[src/upwb_pkg.sv]
`default_nettype none

package upwb_pkg;

	typedef logic [3:0]  up_adr_t;   // processor register address
	typedef logic [7:0]  up_dat_t;
	typedef logic [31:0] wb_adr_t;   // byte address
	typedef logic [31:0] wb_dat_t;
	typedef logic [3:0]  wb_sel_t;

	// register group taken from the upper two bits of the processor address
	typedef enum logic [1:0] {
		REG_DATA = 2'd0,
		REG_ADDR = 2'd1,
		REG_CTRL = 2'd2    // group 3 maps onto the same control/status byte
	} reg_group_t;

	typedef struct packed {
		wb_adr_t adr;
		wb_dat_t dat;
		logic    we;
		wb_sel_t sel;
		logic    stb;
		logic    cyc;
	} wb_req_t;

	typedef struct packed {
		wb_dat_t dat;
		logic    ack;
	} wb_rsp_t;

	// --------------------
	// address map of the subsystem
	localparam int N_SLAVES      = 4;
	localparam int RAM_WORDS     = 16;
	localparam int SLAVE_IDX_LSB = 6;                    // bits 7:6 pick the slave
	localparam int SLAVE_IDX_W   = $clog2(N_SLAVES);
	localparam int WORD_IDX_LSB  = 2;                    // bits 5:2 pick the word
	localparam int WORD_IDX_W    = $clog2(RAM_WORDS);

	localparam wb_dat_t MISS_DATA = '1;  // answer for an unmapped address

endpackage

`default_nettype wire

[src/up_wb_bridge.sv]
`timescale 1ns/1ns
`default_nettype none

module up_wb_bridge (
	input  wire                        clk_i,
	input  wire                        reset_i,
	input  wire upwb_pkg::up_adr_t     up_adr_i,
	input  wire upwb_pkg::up_dat_t     up_dat_i,
	output upwb_pkg::up_dat_t          up_dat_o,
	input  wire                        rd_i,
	input  wire                        wr_i,
	output upwb_pkg::wb_req_t          wb_req_o,
	input  wire upwb_pkg::wb_rsp_t     wb_rsp_i
);
	import upwb_pkg::*;

	logic [1:0] rd_hist;   // bit 1 is the older sample
	logic [1:0] wr_hist;
	logic       rd_rise;
	logic       wr_rise;
	reg_group_t grp;
	logic [1:0] byte_idx;
	wb_req_t    req_q;
	wb_dat_t    rd_word;
	logic       busy;
	logic       launch;
	logic       ack_seen;

	// --------------------
	// strobe edge detection
	always_ff @(posedge clk_i or posedge reset_i) begin
		if (reset_i) begin
			rd_hist <= 2'b00;
			wr_hist <= 2'b00;
		end else begin
			rd_hist <= {rd_hist[0], rd_i};
			wr_hist <= {wr_hist[0], wr_i};
		end
	end

	assign rd_rise = (rd_hist == 2'b01);
	assign wr_rise = (wr_hist == 2'b01);

	// groups 2 and 3 both land on the control byte
	assign grp      = up_adr_i[3] ? REG_CTRL : reg_group_t'(up_adr_i[3:2]);
	assign byte_idx = up_adr_i[1:0];

	assign launch   = wr_rise && (grp == REG_CTRL) && up_dat_i[7] && !busy;
	assign ack_seen = wb_rsp_i.ack && req_q.cyc;

	// --------------------
	// request registers and cycle control
	always_ff @(posedge clk_i or posedge reset_i) begin
		if (reset_i) begin
			req_q   <= '0;
			busy    <= 1'b0;
			rd_word <= '0;
		end else begin
			if (ack_seen) begin
				req_q.stb <= 1'b0;
				req_q.cyc <= 1'b0;
				busy      <= 1'b0;
				if (!req_q.we) rd_word <= wb_rsp_i.dat;  // only read cycles return data
			end
			if (wr_rise) begin
				unique case (grp)
					REG_DATA: req_q.dat[8*byte_idx +: 8] <= up_dat_i;
					REG_ADDR: req_q.adr[8*byte_idx +: 8] <= up_dat_i;
					REG_CTRL: begin
						if (launch) begin
							req_q.we  <= up_dat_i[6];
							req_q.sel <= up_dat_i[5:2];
							req_q.stb <= 1'b1;
							req_q.cyc <= 1'b1;
							busy      <= 1'b1;
						end
					end
				endcase
			end
		end
	end

	// --------------------
	// processor read port
	always_ff @(posedge clk_i or posedge reset_i) begin
		if (reset_i) begin
			up_dat_o <= '0;
		end else if (rd_rise) begin
			unique case (grp)
				REG_DATA: up_dat_o <= rd_word[8*byte_idx +: 8];
				REG_ADDR: up_dat_o <= req_q.adr[8*byte_idx +: 8];
				REG_CTRL: up_dat_o <= {1'b0, req_q.we, req_q.sel, 1'b0, busy};
			endcase
		end
	end

	assign wb_req_o = req_q;

	// a strobe stays up with cyc and unchanged fields until the slave answers
	a_stb_held: assert property (
		@(posedge clk_i) disable iff (reset_i)
		req_q.stb && !wb_rsp_i.ack |=> req_q.stb && req_q.cyc && $stable(req_q.adr)
			&& $stable(req_q.dat) && $stable(req_q.we) && $stable(req_q.sel)
	) else $error("request dropped or changed before ack");

	// a reply with no cycle open means some slave acked on its own
	a_ack_needs_cyc: assert property (
		@(posedge clk_i) disable iff (reset_i)
		wb_rsp_i.ack |-> req_q.cyc
	) else $error("ack seen without an open cycle");

endmodule

`default_nettype wire

[src/wb_slave_decoder.sv]
`timescale 1ns/1ns
`default_nettype none

module wb_slave_decoder (
	input  wire                                clk_i,
	input  wire                                reset_i,
	input  wire upwb_pkg::wb_req_t             wb_req_i,
	output logic [upwb_pkg::N_SLAVES-1:0]      slave_stb_o,
	output upwb_pkg::wb_rsp_t                  miss_rsp_o
);
	import upwb_pkg::*;

	logic                   req_stb;
	logic                   in_window;
	logic [SLAVE_IDX_W-1:0] slave_idx;
	logic                   miss_stb;
	logic                   miss_ack;

	assign req_stb   = wb_req_i.cyc && wb_req_i.stb;
	assign in_window = (wb_req_i.adr[$bits(wb_adr_t)-1:SLAVE_IDX_LSB+SLAVE_IDX_W] == '0);
	assign slave_idx = wb_req_i.adr[SLAVE_IDX_LSB +: SLAVE_IDX_W];

	// one-hot strobe for the addressed slave
	always_comb begin
		slave_stb_o = '0;
		if (req_stb && in_window) slave_stb_o[slave_idx] = 1'b1;
	end

	// --------------------
	// miss path
	assign miss_stb = req_stb && !in_window;

	always_ff @(posedge clk_i or posedge reset_i) begin
		if (reset_i) begin
			miss_ack <= 1'b0;
		end else begin
			miss_ack <= miss_stb && !miss_ack;  // single pulse per cycle
		end
	end

	assign miss_rsp_o.dat = MISS_DATA;
	assign miss_rsp_o.ack = miss_ack;

	// the addressed slave must not change while its strobe is held
	a_stb_steady: assert property (
		@(posedge clk_i) disable iff (reset_i)
		slave_stb_o != '0 |=> slave_stb_o == '0 || slave_stb_o == $past(slave_stb_o)
	) else $error("slave strobe moved to another slave mid-cycle");

endmodule

`default_nettype wire

[src/wb_scratch_ram.sv]
`timescale 1ns/1ns
`default_nettype none

module wb_scratch_ram (
	input  wire                        clk_i,
	input  wire                        reset_i,
	input  wire upwb_pkg::wb_req_t     wb_req_i,
	input  wire                        stb_i,
	output upwb_pkg::wb_rsp_t          wb_rsp_o
);
	import upwb_pkg::*;

	wb_dat_t                mem [RAM_WORDS];
	logic [WORD_IDX_W-1:0]  word_idx;
	logic                   hit;
	logic                   ack_q;
	wb_dat_t                rd_q;

	assign word_idx = wb_req_i.adr[WORD_IDX_LSB +: WORD_IDX_W];

	// the strobe is still high on the ack edge, so mask it then
	assign hit = stb_i && !ack_q;

	// --------------------
	// storage
	always_ff @(posedge clk_i) begin
		if (hit && wb_req_i.we) begin
			for (int b = 0; b < $bits(wb_sel_t); b++) begin
				if (wb_req_i.sel[b]) begin
					mem[word_idx][8*b +: 8] <= wb_req_i.dat[8*b +: 8];
				end
			end
		end
		if (hit && !wb_req_i.we) begin
			rd_q <= mem[word_idx];
		end
	end

	// --------------------
	// acknowledge
	always_ff @(posedge clk_i or posedge reset_i) begin
		if (reset_i) begin
			ack_q <= 1'b0;
		end else begin
			ack_q <= hit;
		end
	end

	assign wb_rsp_o.dat = rd_q;   // meaningful only with ack on a read
	assign wb_rsp_o.ack = ack_q;

endmodule

`default_nettype wire

[src/wb_response_mux.sv]
`timescale 1ns/1ns
`default_nettype none

module wb_response_mux (
	input  wire upwb_pkg::wb_rsp_t     slave_rsp_i [upwb_pkg::N_SLAVES],
	input  wire upwb_pkg::wb_rsp_t     miss_rsp_i,
	output upwb_pkg::wb_rsp_t          wb_rsp_o
);
	import upwb_pkg::*;

	logic [N_SLAVES:0] acks;   // top bit is the miss path

	always_comb begin
		acks[N_SLAVES] = miss_rsp_i.ack;
		for (int i = 0; i < N_SLAVES; i++) begin
			acks[i] = slave_rsp_i[i].ack;
		end
	end

	// --------------------
	// merge
	always_comb begin
		wb_rsp_o.ack = |acks;
		wb_rsp_o.dat = '0;
		if (miss_rsp_i.ack) begin
			wb_rsp_o.dat = miss_rsp_i.dat;
		end
		for (int i = 0; i < N_SLAVES; i++) begin
			if (slave_rsp_i[i].ack) wb_rsp_o.dat = slave_rsp_i[i].dat;
		end

		// with a single master only one responder may answer
		a_single_ack: assert final ($onehot0(acks))
			else $error("several responders acked together: %b", acks);
	end

endmodule

`default_nettype wire

[src/upwb_top.sv]
`timescale 1ns/1ns
`default_nettype none

module upwb_top (
	input  wire                        clk_i,
	input  wire                        reset_i,
	input  wire upwb_pkg::up_adr_t     up_adr_i,
	input  wire upwb_pkg::up_dat_t     up_dat_i,
	output wire upwb_pkg::up_dat_t     up_dat_o,
	input  wire                        rd_i,
	input  wire                        wr_i
);
	import upwb_pkg::*;

	wire wb_req_t       wb_req;
	wire [N_SLAVES-1:0] slave_stb;
	wire wb_rsp_t       slave_rsp [N_SLAVES];
	wire wb_rsp_t       miss_rsp;
	wire wb_rsp_t       wb_rsp;

	// --------------------
	// master side
	up_wb_bridge u_bridge (
		.clk_i    (clk_i),
		.reset_i  (reset_i),
		.up_adr_i (up_adr_i),
		.up_dat_i (up_dat_i),
		.up_dat_o (up_dat_o),
		.rd_i     (rd_i),
		.wr_i     (wr_i),
		.wb_req_o (wb_req),
		.wb_rsp_i (wb_rsp)
	);

	wb_slave_decoder u_decoder (
		.clk_i       (clk_i),
		.reset_i     (reset_i),
		.wb_req_i    (wb_req),
		.slave_stb_o (slave_stb),
		.miss_rsp_o  (miss_rsp)
	);

	// --------------------
	// slaves
	for (genvar i = 0; i < N_SLAVES; i++) begin : g_ram
		wb_scratch_ram u_ram (
			.clk_i    (clk_i),
			.reset_i  (reset_i),
			.wb_req_i (wb_req),     // shared request, own strobe
			.stb_i    (slave_stb[i]),
			.wb_rsp_o (slave_rsp[i])
		);
	end

	wb_response_mux u_rsp_mux (
		.slave_rsp_i (slave_rsp),
		.miss_rsp_i  (miss_rsp),
		.wb_rsp_o    (wb_rsp)
	);

endmodule

`default_nettype wire

[config.mk]
export PLATFORM = sky130hd
export DESIGN_NAME = upwb_top
export DESIGN_NICKNAME = d
export VERILOG_FILES = /design/src/upwb_pkg.sv /design/src/up_wb_bridge.sv /design/src/wb_slave_decoder.sv /design/src/wb_scratch_ram.sv /design/src/wb_response_mux.sv /design/src/upwb_top.sv
export SDC_FILE = /design/constraint.sdc
export NUM_CORES = 2
export LEC_CHECK = 0
export BUFFER_PORTS_ARGS = -buffer_cell sky130_fd_sc_hd__clkbuf_2
export CORE_UTILIZATION = 50
export CTS_BUF_LIST = sky130_fd_sc_hd__clkbuf_4
export DETAILED_ROUTE_END_ITERATION = 7
export PLACE_DENSITY_LB_ADDON = 0.2
export SLEW_MARGIN = 20
export SYNTH_ARGS = -nofsm -noshare
export SYNTH_HDL_FRONTEND = slang
export SYNTH_SLANG_ARGS = --single-unit
[constraint.sdc]
create_clock -name clk_i -period 8 [get_ports clk_i]
set_clock_uncertainty 0.1 [all_clocks]
set_input_delay 1.6 -clock clk_i [delete_from_list [all_inputs] [get_ports clk_i]]
set_output_delay 1.6 -clock clk_i [all_outputs]
set_load 0.01 [all_outputs]
==> summary.txt <==
Status - finished clean
Std-Cell Rows - 154
Placer congestion estimate - 0.8647
Routed Wire Length - 219400 um
Die Ht - 422.9 um
WL per Instance - 30.28 um
Hold Vio Cnt, Final - 0
Vias in the first global route - 44680
Max-slew violation count - 0
Tot GR Track Use - 24.88%
DR vias - 43790
Largest buffer count on any clock path - 4
Avg Vias per Cell - 6.044
Peak VDD IR - 0.1736 mV
Initial Util - 50.31%
H-tree levels - 6
Num CTS Buffers - 592
PD cells - 245.8 mW/mm^2
1st-iter DRT viols - 4933
Setup CP Type - register to register
Clk root buf - clkbuf_4
Total global routing overflow - 0
Critical path peak fanout - 17
Leakage power - 0.03037 uW
IO Pins - 24
Most common cell after layout, fill and taps aside - edfxtp_1
Synth unique cells - 45
Worst EP arrival - 5230 ps
Data required, critical path - 8840 ps
Die Width - 422.9 um
Asr flop ratio synth - 5.268%
Initial antenna violation count - 6
CP Launch Type - register
Slew @ Worst Pin - 1195 ps
Cell Area, Synth - 0.08860 sq mm
Worst setup EP type - register
Min-Delay Path Class - input pin to register
DRT Pass-1 Iters - 6
Largest net degree at the start of global routing - 145
Post-CTS sizing - 0
Worst-path clk slew - 70 ps
# DRC - 0
IO buf count - 23
Yosys reg bits - 2297
Worst Setup Slack, final - 3601 ps
Top_reg_cell synth - edfxtp_1
Clock latency on the worst-skew pair - 1370 ps
FILL cells - 13420
Routed Antenna Nets - 0
Seq/Total Area, Yosys - 77.17%
Gate Count Post-Synth - 4061
Cts hold-fix bufs - 0
Tcrit/Tclk final - 54.99%
First-pass GRT wire length - 317200 um
Synthesis-to-layout area growth - 11.07%
Core area - 0.1761 sq mm
Total power - 24190 uW
Final setup vio count - 0
DIE AREA - 0.1789 sq mm
Most frequent cells in the layout - edfxtp_1 (2176), clkbuf_4 (864), mux4_2 (641), nor2_1 (274), nand2_1 (182)
Synthesized area per cell - 21.82 sq um
# clock sinks - 2297
Nets - 4543
Max_cap viols - 0
Sum of negative setup slack - 0 ps
Syn Nets - 4082
Post-synth EDFFs - 2176
Synthesis Warnings - 0
# Post-CTS Setup Buffers - 0
Highest Clock Rate - 0.2273 GHz
CTS tree - built
Min cycle time layout - 4399 ps
Share of layout cells above drive strength 1 - 34.95%
Dpl ws - 3569 ps
Worst slew margin - 20.33%
RSZ-0062 raised after global routing - false
Post-DP HPWL - 130100 um
power by group:
group          total, uW  switching, uW  leakage (uW)  internal (uW)
Clock               9570           4540       0.00424           5030
Sequential         13600            272        0.0210          13300
Combinational       1040            673       0.00518            368
path summary, 6_finish.rpt:
path / start / to / slack (ps) / cells past startpoint
worst max register to register: u_bridge.wb_req_o[47]$_DFFE_PP0P_ / g_ram[1].u_ram.mem[6][9]$_DFFE_PP_ / 3600 / 5
max in group asynchronous: reset_i / u_bridge.wb_req_o[20]$_DFFE_PP0P_ / 5930 / 3
worst max-delay path: u_bridge.wb_req_o[47]$_DFFE_PP0P_ / g_ram[1].u_ram.mem[6][9]$_DFFE_PP_ / 3600 / 5
min in group asynchronous: reset_i / u_bridge.wr_hist[0]$_DFF_PP0_ / 290 / 2
worst min register to register: u_bridge.rd_hist[0]$_DFF_PP0_ / u_bridge.rd_hist[1]$_DFF_PP0_ / 310 / 0
worst min-delay path: wr_i / u_bridge.wr_hist[0]$_DFF_PP0_ / 270 / 1
per-layer routing:
| layer | part of all wire, % | up-vias | track usage, % |
|---|---|---|---|
| met3 | 8.0 | 368 | 5.955 |
| met5 | 0.0059 | - | 0 |
| met4 | 2.8 | 2 | 8.797 |
| met1 | 41 | 23230 | 34.83 |
| li1 | - | 18180 | - |
| met2 | 49 | 2015 | 38.54 |
registers in the layout, summed over array words and instances (netlist names):
| name | cells |
|---|---|
| u_bridge.rd_hist | 2 |
| u_bridge.wr_hist | 2 |
| u_decoder.miss_ack | 1 |
| g_ram.u_ram.mem | 2048 |
| u_bridge.up_dat_o | 8 |
| g_ram.u_ram.rd_q | 128 |
| u_bridge.rd_word | 32 |
| u_bridge.wb_req_o | 71 |
| u_bridge.busy | 1 |
| g_ram.u_ram.ack_q | 4 |
cell families (layout without fill, tap and decap cells):
| logic type | after synthesis | after routing | synth area share [%] |
|---|---|---|---|
| multiplexers | 662 | 662 | 16.55 |
| AO/OA/AOI/OAI | 235 | 235 | 1.784 |
| AND/OR/NAND/NOR | 597 | 597 | 3.103 |
| flip-flops | 2297 | 2297 | 77.17 |
| buffers and inverters | 265 | 1100 | 1.325 |
| adder cells (fa/ha/maj) | 5 | 5 | 0.07061 |
| other | 0 | 10 | 0 |
worst max-delay path, cell delays in order (launching register included):
cell	delay, ps
dfrtp_1	410
nor4_1	380
and4_1	870
nand4_1	1010
buf_4	530
nor2_1	690
layout make-up:
class / count / area [sq um] / share of cell area, %
diodes: 10 / 25.02 / 0.02543
clock buffers: 864 / 6486 / 6.591
clock inverters: 104 / 521.8 / 0.5302
inverters: 36 / 137.6 / 0.1399
multi-input cells: 1499 / 19130 / 19.43
flip-flops and latches: 2297 / 68440 / 69.55
well taps: 2340 / 2928 / 2.975
repair buffers: 96 / 742.0 / 0.7540
synth_stat cells, types with 8 or more instances:
library cell / number / area, sq um
a211o_1: 33 / 289.0
a211oi_1: 11 / 82.58
a21oi_1: 45 / 225.2
a221oi_1: 33 / 289.0
and3b_1: 16 / 140.1
buf_2: 77 / 385.4
buf_6: 8 / 90.09
clkbuf_1: 132 / 495.5
dfrtp_1: 121 / 3028
edfxtp_1: 2176 / 65340
inv_1: 36 / 135.1
mux2_2: 12 / 135.1
mux2i_1: 9 / 90.09
mux4_2: 641 / 14440
nand2_1: 185 / 694.4
nand2b_1: 9 / 56.30
nand3_1: 12 / 60.06
nor2_1: 276 / 1036
nor2b_1: 41 / 256.5
nor3_1: 10 / 50.05
o21ai_0: 66 / 330.3
o31ai_1: 33 / 247.7
or4_1: 8 / 60.06
stage by stage:
stage                     cell area, sq um  instances  utilization (%)  hold WS (ps)
after detailed placement             91360       6268            51.88         300.5
final                                98410       7246            55.88         273.2
after CTS                            98370       7236            55.85         136.8
after floorplan                      88600       4061                -         259.0
after global placement               91350       6268            51.87         287.9
after global routing                 98400       7242            55.87         194.6
Power figures use the tool's default switching activity.
